<file path="src/hdl/xm_pkg.sv">
package xm_pkg;

typedef logic [15:0] word_t;                    // register or VRAM data word
typedef logic [15:0] addr_t;                    // VRAM word address
typedef logic [7:0]  byte_t;                    // host bus byte
typedef logic [3:0]  reg_num_t;                 // host register number
typedef logic [3:0]  wrmask_t;                  // nibble write enables
typedef logic [6:0]  intr_t;                    // interrupt mask/clear/status

// host register numbers
localparam reg_num_t XM_SYS_CTRL  = 4'h0;       // mem_wait, blanking, write mask
localparam reg_num_t XM_INT_CTRL  = 4'h1;       // interrupt mask and clear
localparam reg_num_t XM_TIMER     = 4'h2;       // 1/10 ms timer
localparam reg_num_t XM_RD_XADDR  = 4'h3;       // reads zero
localparam reg_num_t XM_WR_XADDR  = 4'h4;       // reads zero
localparam reg_num_t XM_XDATA     = 4'h5;       // reads zero
localparam reg_num_t XM_RD_INCR   = 4'h6;
localparam reg_num_t XM_RD_ADDR   = 4'h7;       // low byte write starts a fetch
localparam reg_num_t XM_WR_INCR   = 4'h8;
localparam reg_num_t XM_WR_ADDR   = 4'h9;
localparam reg_num_t XM_DATA      = 4'hA;       // VRAM data port
localparam reg_num_t XM_DATA_2    = 4'hB;       // alias of DATA
localparam reg_num_t XM_PIXEL_X   = 4'hC;       // reads zero
localparam reg_num_t XM_PIXEL_Y   = 4'hD;       // reads zero
localparam reg_num_t XM_UART      = 4'hE;       // reads zero
localparam reg_num_t XM_FEATURE   = 4'hF;       // reads zero

// timer clock
localparam integer PCLK_HZ           = 25_000_000;
localparam integer TIMER_CLK_REDUCED = PCLK_HZ / 1000;     // reduced fraction of 10 kHz / pclk
localparam integer TIMER_HZ_REDUCED  = 10;
localparam integer TIMER_FRAC_BITS   = $clog2(TIMER_CLK_REDUCED) + 1;  // extra bit is the sign
localparam integer CYCLES_PER_TICK   = PCLK_HZ / 10_000;   // 2500 clocks per timer tick

typedef logic [TIMER_FRAC_BITS-1:0] frac_t;     // accumulator word

// accumulator steps, sized to the accumulator
localparam frac_t TIMER_FRAC_INC = TIMER_FRAC_BITS'(TIMER_HZ_REDUCED);
localparam frac_t TIMER_FRAC_DEC = TIMER_FRAC_BITS'(TIMER_HZ_REDUCED - TIMER_CLK_REDUCED);

localparam wrmask_t WRMASK_RESET = 4'b1111;     // all nibbles written

// VRAM access sequencer states
typedef enum logic [1:0] {
    ACC_IDLE,                                   // waiting for a request
    ACC_READ,                                   // read cycle, waiting for ack
    ACC_WRITE                                   // write cycle, waiting for ack
} access_state_t;

endpackage
</file>
<file path="src/hdl/vram_req_if.sv">
`timescale 1ns/100ps

interface vram_req_if;

    logic           rd_req;                     // one cycle read request
    logic           wr_req;                     // one cycle write request
    xm_pkg::addr_t  addr;                       // word address of request
    xm_pkg::word_t  wdata;                      // write data of request
    logic           busy;                       // access in flight, no request allowed
    logic           done;                       // one cycle, access finished
    logic           done_rd;                    // finished access was a read
    xm_pkg::word_t  rdata;                      // read word, valid with done

    modport regs (                              // register file side
        output rd_req, wr_req, addr, wdata,
        input  busy, done, done_rd, rdata
    );

    modport seq (                               // access sequencer side
        input  rd_req, wr_req, addr, wdata,
        output busy, done, done_rd, rdata
    );

endinterface

</file>
<file path="src/hdl/xm_regs_top.sv">
`timescale 1ns/100ps

module xm_regs_top (
    input  wire logic               clk,
    input  wire logic               reset_i,
    input  wire logic               bus_wr_i,           // one cycle write strobe
    input  wire logic               bus_rd_i,           // one cycle read strobe
    input  wire xm_pkg::reg_num_t   bus_reg_num_i,
    input  wire logic               bus_bytesel_i,
    input  wire xm_pkg::byte_t      bus_data_i,
    output      xm_pkg::byte_t      bus_data_o,
    output      logic               vram_sel_o,         // held until ack
    output      logic               vram_wr_o,
    output      xm_pkg::wrmask_t    vram_wrmask_o,
    output      xm_pkg::addr_t      vram_addr_o,
    output      xm_pkg::word_t      vram_data_o,
    input  wire xm_pkg::word_t      vram_data_i,
    input  wire logic               vram_ack_i,
    input  wire logic               h_blank_i,
    input  wire logic               v_blank_i,
    output      xm_pkg::intr_t      intr_mask_o,
    output      xm_pkg::intr_t      intr_clear_o,
    input  wire xm_pkg::intr_t      intr_status_i
);

xm_pkg::word_t  timer_word;                     // timer count to register file

vram_req_if u_vram_req ();

xm_reg_file u_xm_reg_file (
    .clk            (clk),
    .reset_i        (reset_i),
    .bus_wr_i       (bus_wr_i),
    .bus_rd_i       (bus_rd_i),
    .bus_reg_num_i  (bus_reg_num_i),
    .bus_bytesel_i  (bus_bytesel_i),
    .bus_data_i     (bus_data_i),
    .bus_data_o     (bus_data_o),
    .timer_i        (timer_word),
    .h_blank_i      (h_blank_i),
    .v_blank_i      (v_blank_i),
    .wrmask_o       (vram_wrmask_o),
    .intr_mask_o    (intr_mask_o),
    .intr_clear_o   (intr_clear_o),
    .intr_status_i  (intr_status_i),
    .req            (u_vram_req.regs)
);

vram_access_fsm u_vram_access_fsm (
    .clk            (clk),
    .reset_i        (reset_i),
    .vram_ack_i     (vram_ack_i),
    .vram_data_i    (vram_data_i),
    .vram_sel_o     (vram_sel_o),
    .vram_wr_o      (vram_wr_o),
    .vram_addr_o    (vram_addr_o),
    .vram_data_o    (vram_data_o),
    .req            (u_vram_req.seq)
);

tenth_ms_timer u_tenth_ms_timer (
    .clk            (clk),
    .reset_i        (reset_i),
    .timer_o        (timer_word)
);

endmodule

</file>
<file path="src/hdl/xm_reg_file.sv">
`timescale 1ns/100ps

module xm_reg_file (
    input  wire logic               clk,
    input  wire logic               reset_i,
    input  wire logic               bus_wr_i,           // byte write strobe
    input  wire logic               bus_rd_i,           // byte read strobe
    input  wire xm_pkg::reg_num_t   bus_reg_num_i,
    input  wire logic               bus_bytesel_i,      // 0 high byte, 1 low byte
    input  wire xm_pkg::byte_t      bus_data_i,
    output      xm_pkg::byte_t      bus_data_o,         // selected byte of read word
    input  wire xm_pkg::word_t      timer_i,            // free running 1/10 ms count
    input  wire logic               h_blank_i,
    input  wire logic               v_blank_i,
    output      xm_pkg::wrmask_t    wrmask_o,           // VRAM nibble mask
    output      xm_pkg::intr_t      intr_mask_o,
    output      xm_pkg::intr_t      intr_clear_o,       // one cycle clear strobe
    input  wire xm_pkg::intr_t      intr_status_i,
    vram_req_if.regs                req
);

xm_pkg::word_t      rd_incr_q;                  // RD_INCR
xm_pkg::addr_t      rd_addr_q;                  // RD_ADDR, next read-ahead address
xm_pkg::word_t      wr_incr_q;                  // WR_INCR
xm_pkg::addr_t      wr_addr_q;                  // WR_ADDR
xm_pkg::word_t      rd_data_q;                  // last word fetched from VRAM
xm_pkg::byte_t      data_even_q;                // high byte held for DATA write
xm_pkg::byte_t      timer_lo_q;                 // timer low byte, latched on high read
xm_pkg::intr_t      intr_mask_q;
logic               rd_incr_pend_q;             // RD_ADDR advance on next edge
logic               wr_incr_pend_q;             // WR_ADDR advance on next edge

logic               wr_lo;                      // low byte write this cycle
logic               wr_hi;                      // high byte write this cycle
logic               is_data;                    // DATA or DATA_2 addressed
logic               rd_addr_start;              // fetch from RD_ADDR write
logic               data_rd_start;              // read-ahead after DATA read
logic               incr_pend;
logic               mem_wait;
xm_pkg::word_t      rd_word;                    // word selected by read mux

assign wr_lo    = bus_wr_i & bus_bytesel_i;
assign wr_hi    = bus_wr_i & ~bus_bytesel_i;
assign is_data  = (bus_reg_num_i == xm_pkg::XM_DATA) || (bus_reg_num_i == xm_pkg::XM_DATA_2);

// requests go out in the strobe cycle so sel rises on the next edge
assign rd_addr_start = wr_lo & (bus_reg_num_i == xm_pkg::XM_RD_ADDR) & ~req.busy;
assign data_rd_start = bus_rd_i & bus_bytesel_i & is_data & ~req.busy;
assign req.rd_req    = rd_addr_start | data_rd_start;
assign req.wr_req    = wr_lo & is_data & ~req.busy;
assign req.wdata     = {data_even_q, bus_data_i};

always_comb begin
    if (rd_addr_start) begin
        req.addr = {rd_addr_q[15:8], bus_data_i};   // new address, not yet stored
    end else if (data_rd_start) begin
        req.addr = rd_addr_q;                       // already advanced by last read
    end else begin
        req.addr = wr_addr_q;
    end
end

// done counts as pending until the address has moved
assign incr_pend = req.done | rd_incr_pend_q | wr_incr_pend_q;
assign mem_wait  = req.busy | req.rd_req | req.wr_req | incr_pend;

assign intr_mask_o = intr_mask_q;

always_comb begin
    case (bus_reg_num_i)
        xm_pkg::XM_SYS_CTRL:
            rd_word = {mem_wait, 3'b000, h_blank_i, v_blank_i, 2'b00, 4'h0, wrmask_o};
        xm_pkg::XM_INT_CTRL:
            rd_word = {1'b0, intr_mask_q, 1'b0, intr_status_i};
        xm_pkg::XM_TIMER:
            rd_word = {timer_i[15:8], timer_lo_q};      // low byte from latch
        xm_pkg::XM_RD_INCR:
            rd_word = rd_incr_q;
        xm_pkg::XM_RD_ADDR:
            rd_word = rd_addr_q;
        xm_pkg::XM_WR_INCR:
            rd_word = wr_incr_q;
        xm_pkg::XM_WR_ADDR:
            rd_word = wr_addr_q;
        xm_pkg::XM_DATA, xm_pkg::XM_DATA_2:
            rd_word = rd_data_q;
        default:
            rd_word = 16'h0000;                         // dropped registers
    endcase
end

assign bus_data_o = bus_bytesel_i ? rd_word[7:0] : rd_word[15:8];

always_ff @(posedge clk) begin
    if (reset_i) begin
        rd_incr_q       <= 16'h0000;
        rd_addr_q       <= 16'h0000;
        wr_incr_q       <= 16'h0000;
        wr_addr_q       <= 16'h0000;
        wrmask_o        <= xm_pkg::WRMASK_RESET;
        intr_mask_q     <= '0;
        intr_clear_o    <= '0;
        rd_incr_pend_q  <= 1'b0;
        wr_incr_pend_q  <= 1'b0;
    end else begin
        intr_clear_o    <= '0;                          // strobe
        rd_incr_pend_q  <= req.done & req.done_rd;
        wr_incr_pend_q  <= req.done & ~req.done_rd;

        if (rd_incr_pend_q) begin
            rd_addr_q   <= rd_addr_q + rd_incr_q;
        end
        if (wr_incr_pend_q) begin
            wr_addr_q   <= wr_addr_q + wr_incr_q;
        end

        // host writes last, they win over an increment
        if (bus_wr_i) begin
            case (bus_reg_num_i)
                xm_pkg::XM_SYS_CTRL: if (wr_lo) wrmask_o <= bus_data_i[3:0];
                xm_pkg::XM_INT_CTRL: begin
                    if (wr_hi) begin
                        intr_mask_q     <= bus_data_i[6:0];
                    end else begin
                        intr_clear_o    <= bus_data_i[6:0];     // ack pending interrupts
                    end
                end
                xm_pkg::XM_RD_INCR: begin
                    if (wr_hi) rd_incr_q[15:8] <= bus_data_i;
                    else rd_incr_q[7:0] <= bus_data_i;
                end
                xm_pkg::XM_RD_ADDR: begin
                    if (wr_hi) rd_addr_q[15:8] <= bus_data_i;
                    else if (rd_addr_start) rd_addr_q[7:0] <= bus_data_i;
                end
                xm_pkg::XM_WR_INCR: begin
                    if (wr_hi) wr_incr_q[15:8] <= bus_data_i;
                    else wr_incr_q[7:0] <= bus_data_i;
                end
                xm_pkg::XM_WR_ADDR: begin
                    if (wr_hi) wr_addr_q[15:8] <= bus_data_i;
                    else wr_addr_q[7:0] <= bus_data_i;
                end
                default: begin
                end
            endcase
        end
    end
end

// data path registers
always_ff @(posedge clk) begin
    if (req.done && req.done_rd) begin
        rd_data_q   <= req.rdata;                       // read-ahead word
    end
    if (wr_hi && is_data) begin
        data_even_q <= bus_data_i;
    end
    if (bus_rd_i && !bus_bytesel_i && bus_reg_num_i == xm_pkg::XM_TIMER) begin
        timer_lo_q  <= timer_i[7:0];                    // keep word consistent
    end
end

endmodule

</file>
<file path="src/hdl/vram_access_fsm.sv">
`timescale 1ns/100ps

module vram_access_fsm (
    input  wire logic           clk,
    input  wire logic           reset_i,
    input  wire logic           vram_ack_i,         // one cycle, any delay after sel
    input  wire xm_pkg::word_t  vram_data_i,        // valid in ack cycle
    output      logic           vram_sel_o,
    output      logic           vram_wr_o,
    output      xm_pkg::addr_t  vram_addr_o,
    output      xm_pkg::word_t  vram_data_o,
    vram_req_if.seq             req
);

xm_pkg::access_state_t  state_q;
logic                   done_q;                 // pulse after ack
logic                   done_rd_q;              // kind of access just ended
xm_pkg::word_t          rdata_q;                // word captured at ack

// sel and wr come straight off the state register
assign vram_sel_o   = (state_q != xm_pkg::ACC_IDLE);
assign vram_wr_o    = (state_q == xm_pkg::ACC_WRITE);

assign req.busy     = (state_q != xm_pkg::ACC_IDLE);
assign req.done     = done_q;
assign req.done_rd  = done_rd_q;
assign req.rdata    = rdata_q;

always_ff @(posedge clk) begin
    if (reset_i) begin
        state_q     <= xm_pkg::ACC_IDLE;
        done_q      <= 1'b0;
        done_rd_q   <= 1'b0;
    end else begin
        done_q      <= 1'b0;
        case (state_q)
            xm_pkg::ACC_IDLE: begin
                if (req.rd_req) begin
                    state_q     <= xm_pkg::ACC_READ;
                end else if (req.wr_req) begin
                    state_q     <= xm_pkg::ACC_WRITE;
                end
            end
            xm_pkg::ACC_READ, xm_pkg::ACC_WRITE: begin
                if (vram_ack_i) begin                   // late ack just holds sel
                    state_q     <= xm_pkg::ACC_IDLE;
                    done_q      <= 1'b1;
                    done_rd_q   <= (state_q == xm_pkg::ACC_READ);
                end
            end
            default: begin
                state_q     <= xm_pkg::ACC_IDLE;
            end
        endcase
    end
end

// address and data held for the whole access
always_ff @(posedge clk) begin
    if (state_q == xm_pkg::ACC_IDLE && (req.rd_req || req.wr_req)) begin
        vram_addr_o <= req.addr;
        vram_data_o <= req.wdata;
    end
    if (state_q == xm_pkg::ACC_READ && vram_ack_i) begin
        rdata_q     <= vram_data_i;
    end
end

endmodule

</file>
<file path="src/hdl/tenth_ms_timer.sv">
`timescale 1ns/100ps

module tenth_ms_timer (
    input  wire logic           clk,
    input  wire logic           reset_i,
    output      xm_pkg::word_t  timer_o             // counts 1/10 ms, wraps
);

xm_pkg::frac_t  frac_q;                         // signed fraction accumulator
logic           tick;                           // one 1/10 ms period elapsed

// non-negative accumulator means a period has built up
assign tick = ~frac_q[xm_pkg::TIMER_FRAC_BITS-1];

always_ff @(posedge clk) begin
    if (reset_i) begin
        frac_q      <= '0;
        timer_o     <= 16'h0000;
    end else begin
        if (tick) begin
            frac_q  <= frac_q + xm_pkg::TIMER_FRAC_DEC; // step in, pay one period back
            timer_o <= timer_o + 16'h0001;
        end else begin
            frac_q  <= frac_q + xm_pkg::TIMER_FRAC_INC;
        end
    end
end

endmodule

</file>
<file path="config.mk">
export PLATFORM = sky130hd
export DESIGN_NAME = xm_regs_top
export DESIGN_NICKNAME = d
export VERILOG_FILES = /design/src/hdl/xm_pkg.sv /design/src/hdl/vram_req_if.sv /design/src/hdl/xm_regs_top.sv /design/src/hdl/xm_reg_file.sv /design/src/hdl/vram_access_fsm.sv /design/src/hdl/tenth_ms_timer.sv
export SDC_FILE = /design/constraint.sdc
export NUM_CORES = 1
export LEC_CHECK = 0
export ABC_AREA = 1
export BUFFER_PORTS_ARGS = -buffer_cell sky130_fd_sc_hd__buf_2
export CORE_MARGIN = 8
export CORE_UTILIZATION = 25
export CTS_BUF_LIST = sky130_fd_sc_hd__clkbuf_8
export CTS_CLUSTER_DIAMETER = 30
export DETAILED_ROUTE_END_ITERATION = 10
export PLACE_DENSITY = 0.5
export SLEW_MARGIN = 10
export SYNTH_ARGS = -nofsm -noshare
export SYNTH_HDL_FRONTEND = slang
export SYNTH_SLANG_ARGS = --single-unit
</file>
<file path="constraint.sdc">
create_clock -name clk -period 4.2 [get_ports clk]
set_input_delay 0.21 -clock clk [delete_from_list [all_inputs] [get_ports clk]]
set_output_delay 0.21 -clock clk [all_outputs]
set_load 0.01 [all_outputs]
</file>
==> results by group <==
Setup path
  • Crit-path max cell delay: approximately 0.7 ns
  • Slowest cell on crit path: nor3_4
  • Reg2reg start: u_vram_access_fsm.state_q[1]
  • Cell chain of the critical path: inv_1 > ha_1 > inv_1 > nor3_4 > nor2_1 > nand4_1 > nand2_1 > a21oi_1 > buf_2
  • Worst Setup EP: bus_data_o[7]
  • Startpoint types: flip-flop
  • Worst path depth: 9
  • Worst flop-to-flop path endpoint: u_vram_access_fsm.vram_data_o[15]
  • CP required: roughly 4 ns
  • Flop-to-flop setup slack: around 1.6 ns
  • Crit. End Element: output port
  • Cell mode on critical path: inv_1
  • Crit path max-delay family: simple AND/OR/NAND/NOR gates
  • CP Buf/Inv Count: 3
  • Setup crit start: u_vram_access_fsm.state_q[1]
  • Worst Path Arrival: about 2.9 ns
  • Reg2Reg Depth: 6
  • Critical Path Fanout Max: 18
  • WS Path Type: reg -> out

Power and ir drop
  • Peak supply drop: 0.1923 mV
  • Clock share of power: 0.363
  • Switch share: 0.2971
  • Net Switching: roughly 1.1 mW
  • Tot Pwr: 3.828 mW
  • Logic pwr share: 0.095
  • Pint: roughly 2.7 mW
  • Share of power burned in registers: 0.542
  • Pwr Density: ~320 nW/um^2
  • Leakage power: roughly 5.1 nW

STA
  • Max Freq: around 330 MHz
  • Slew @ Worst Pin: 1.139 ns
  • Aggregate negative setup slack: 0 ns
  • Setup Skew: roughly 0.023 ns
  • RSZ-0062 raised after global routing: false
  • Final min period: a little over 3 ns
  • Final hold vios: 0
  • Final Slew Violations: 0
  • Final period util: 0.7309
  • Final Setup Violations: 0
  • Slew HR: 0.2378

Routing
  • DR top layer: met5
  • Met2 routed WL: 15460 um
  • Final ANT Viol Nets: 0
  • Vias per std cell: approximately 4.7
  • Length of the first detailed-routing pass in iterations: 5
  • WL/cell: approximately 17 um
  • Met1 Wirelength: approximately 16000 um
  • DRT iter0 DRCs: between 800 and 900
  • Remaining DRCs: 0
  • Post-Route WL: ~35000 um
  • Via Count: 9577
  • WL met3: ~2700 um

Clocking
  • Post-CTS Setup Bufs: 0
  • Clk sinks: just under 200
  • CTS HTree Levels: 4
  • Skew-Pair Late Insertion Delay: about 0.52 ns
  • Clock buffer depth: 2
  • Clk root buf: clkbuf_8
  • TritonCTS clock tree: built
  • CTS Buf Count: 17
  • Post_cts resized: 0
  • Clock Pin Slew Worst Setup and Hold Paths: 0.13 ns
  • CTS Hold Bufs: 17

Floorplanning
  • Core footprint: ~42000 sq um
  • Rows: between 70 and 80
  • Die extent in x: about 220 um
  • Starting Density: 0.2518
  • Die Y: around 220 um
  • Die area: a little under 50000 sq um
  • I/O pin total: around 100

Worst hold path
  • Hold WC Path Type: in -> reg

Cells and area
  • Most common cell after layout, fill and taps aside: nand2_1
  • Layout cells sized above 1: 0.1237
  • Number of nets in the layout: approximately 1600
  • Final cell count without fillers: 2027
  • Most frequent cells in the layout: nand2_1 (352), inv_1 (182), a21oi_1 (127)
  • Fin area: 12140 sq um
  • Synth-to-layout area growth: 15.51%

Global routing
  • Gr usage total: 0.1399
  • First-pass GRT wire length: ~53000 um
  • Vias in the first global route: between 8000 and 9000
  • Total grt overflow: 0
  • Largest net degree at the start of global routing: 65
  • Initial antenna violation count: 5

Synth
  • Cells after Synth: 1376
  • Post-synth cell types: between 50 and 60
  • Post-synthesis sequential area ratio: 0.4551
  • Top_reg_cell synth: dfxtp_1
  • Leading area contributor after synthesis: edfxtp_1
  • Area share of the largest cell type after synthesis: 0.2285
  • Post-synth ARST share: 0
  • Cell area after synthesis: between 10000 and 15000 sq um
  • Post-synth net total: ~1500
  • Syn Area/Cell: around 7.6 sq um
  • Syn. warnings: 0
  • Number of synthesized flops with an enable pin: 80
  • Synth area leaders: edfxtp_1 (23%), dfxtp_1 (23%), nand2_1 (13%)
  • FF+latch count, synth: ~200

Placed design
  • Placed Area: approximately 12000 sq um
  • Hpwl dp: 26920 um
  • Post-Place Cells: around 2000
  • I/O Buffers: 102
  • GP Congestion: about 0.95

Run
  • MaxCap Viol Count: 0

Status
  • Status: completed
final cells by class:
class / instances / area (sq um)
Fill cell: 4519 / 29610
Clock inverter: 15 / 219.0
Antenna cell: 1 / 2.502
Tap cell: 539 / 674.4
Timing Repair Buffer: 122 / 703.2
Sequential cell: 199 / 4785
Clock buffer: 17 / 234.0
Multi-Input combinational cell: 939 / 4791
Inverter: 195 / 735.7
cell families (layout without fill, tap and decap cells):
family,after synthesis,count (layout),synth area share
AO/OA/AOI/OAI,295,295,0.1523
buffers and inverters,238,349,0.09032
XOR/XNOR,8,8,0.006664
other,0,1,0
AND/OR/NAND/NOR,592,592,0.2418
adder cells (fa/ha/maj),44,44,0.05379
flip-flops,199,199,0.4551
worst min-delay path by stage:
stage                     from  cells past startpoint                          endpoint  slack, ns
2_1_floorplan   vram_data_i[0]                      0    u_vram_access_fsm.req.rdata[0]       0.31
3_3_place_gp   vram_data_i[12]                      1   u_vram_access_fsm.req.rdata[12]       0.39
3_5_place_dp    vram_data_i[1]                      1    u_vram_access_fsm.req.rdata[1]       0.39
4_1_cts          bus_data_i[3]                      1  u_vram_access_fsm.vram_data_o[3]       0.10
5_1_grt          bus_data_i[0]                      1  u_vram_access_fsm.vram_data_o[0]       0.09
6_report         bus_data_i[3]                      1  u_vram_access_fsm.vram_data_o[3]       0.14
synth_stat cells, types with 2 or more instances:
cell type	instances
or2_2	5
xor2_1	4
nor2_2	4
nand2_2	9
nor2_4	4
o2bb2ai_1	2
o21ai_0	121
ha_1	42
o21ai_2	4
nor2_1	85
nor3b_1	2
nand3_1	89
nor3_1	16
nand2_1	352
dfxtp_1	119
a22o_1	2
buf_1	3
edfxtp_1	80
o221ai_1	3
clkbuf_1	22
o22ai_1	7
o211ai_1	12
a21oi_1	127
inv_2	9
xnor2_1	4
nand3b_1	11
o21ai_1	4
inv_1	183
buf_6	2
fa_1	2
buf_2	12
nand4_1	11
a21oi_2	4
stage by stage:
stage / setup WS [ns] / hold slack (ns) / util
floorplan: 0.7000 / 0.3089 / -
global placement: 1.729 / 0.3873 / 0.2758
detailed placement: 1.642 / 0.3881 / 0.2758
CTS: 1.122 / 0.1001 / 0.2908
global route: 0.8827 / 0.09315 / 0.2908
finish: 1.130 / 0.1446 / 0.2908
routing by layer:
layer  up-vias  global-route usage
li1       4736                   -
met1      4458              0.1872
met2       321              0.2154
met3        54             0.03981
met4         8             0.04434
met5         -                   0
state kept, by name (all words and copies together) (netlist names), 2 cells and up:
signal                         count
u_vram_access_fsm.state_q          2
u_xm_reg_file.intr_clear_o         7
u_vram_access_fsm.vram_data_o     16
u_xm_reg_file.wr_incr_q           16
u_vram_access_fsm.req.rdata       16
u_tenth_ms_timer.timer_o          16
u_xm_reg_file.data_even_q          8
u_xm_reg_file.wr_addr_q           16
u_xm_reg_file.timer_lo_q           8
u_xm_reg_file.rd_addr_q           16
u_xm_reg_file.wrmask_o             4
u_tenth_ms_timer.frac_q           15
u_xm_reg_file.rd_incr_q           16
u_vram_access_fsm.vram_addr_o     16
u_xm_reg_file.intr_mask_o          7
u_xm_reg_file.rd_data_q           16
power groups by stage:
stage / clock network [mW] / logic [mW] / registers [mW]
floorplan: 0 / 0.213 / 2.12
global placement: 0 / 0.347 / 2.12
detailed placement: 0 / 0.350 / 2.12
CTS: 1.43 / 0.364 / 2.08
global route: 1.51 / 0.400 / 2.08
finish: 1.39 / 0.364 / 2.07
Power figures use the tool's default switching activity.
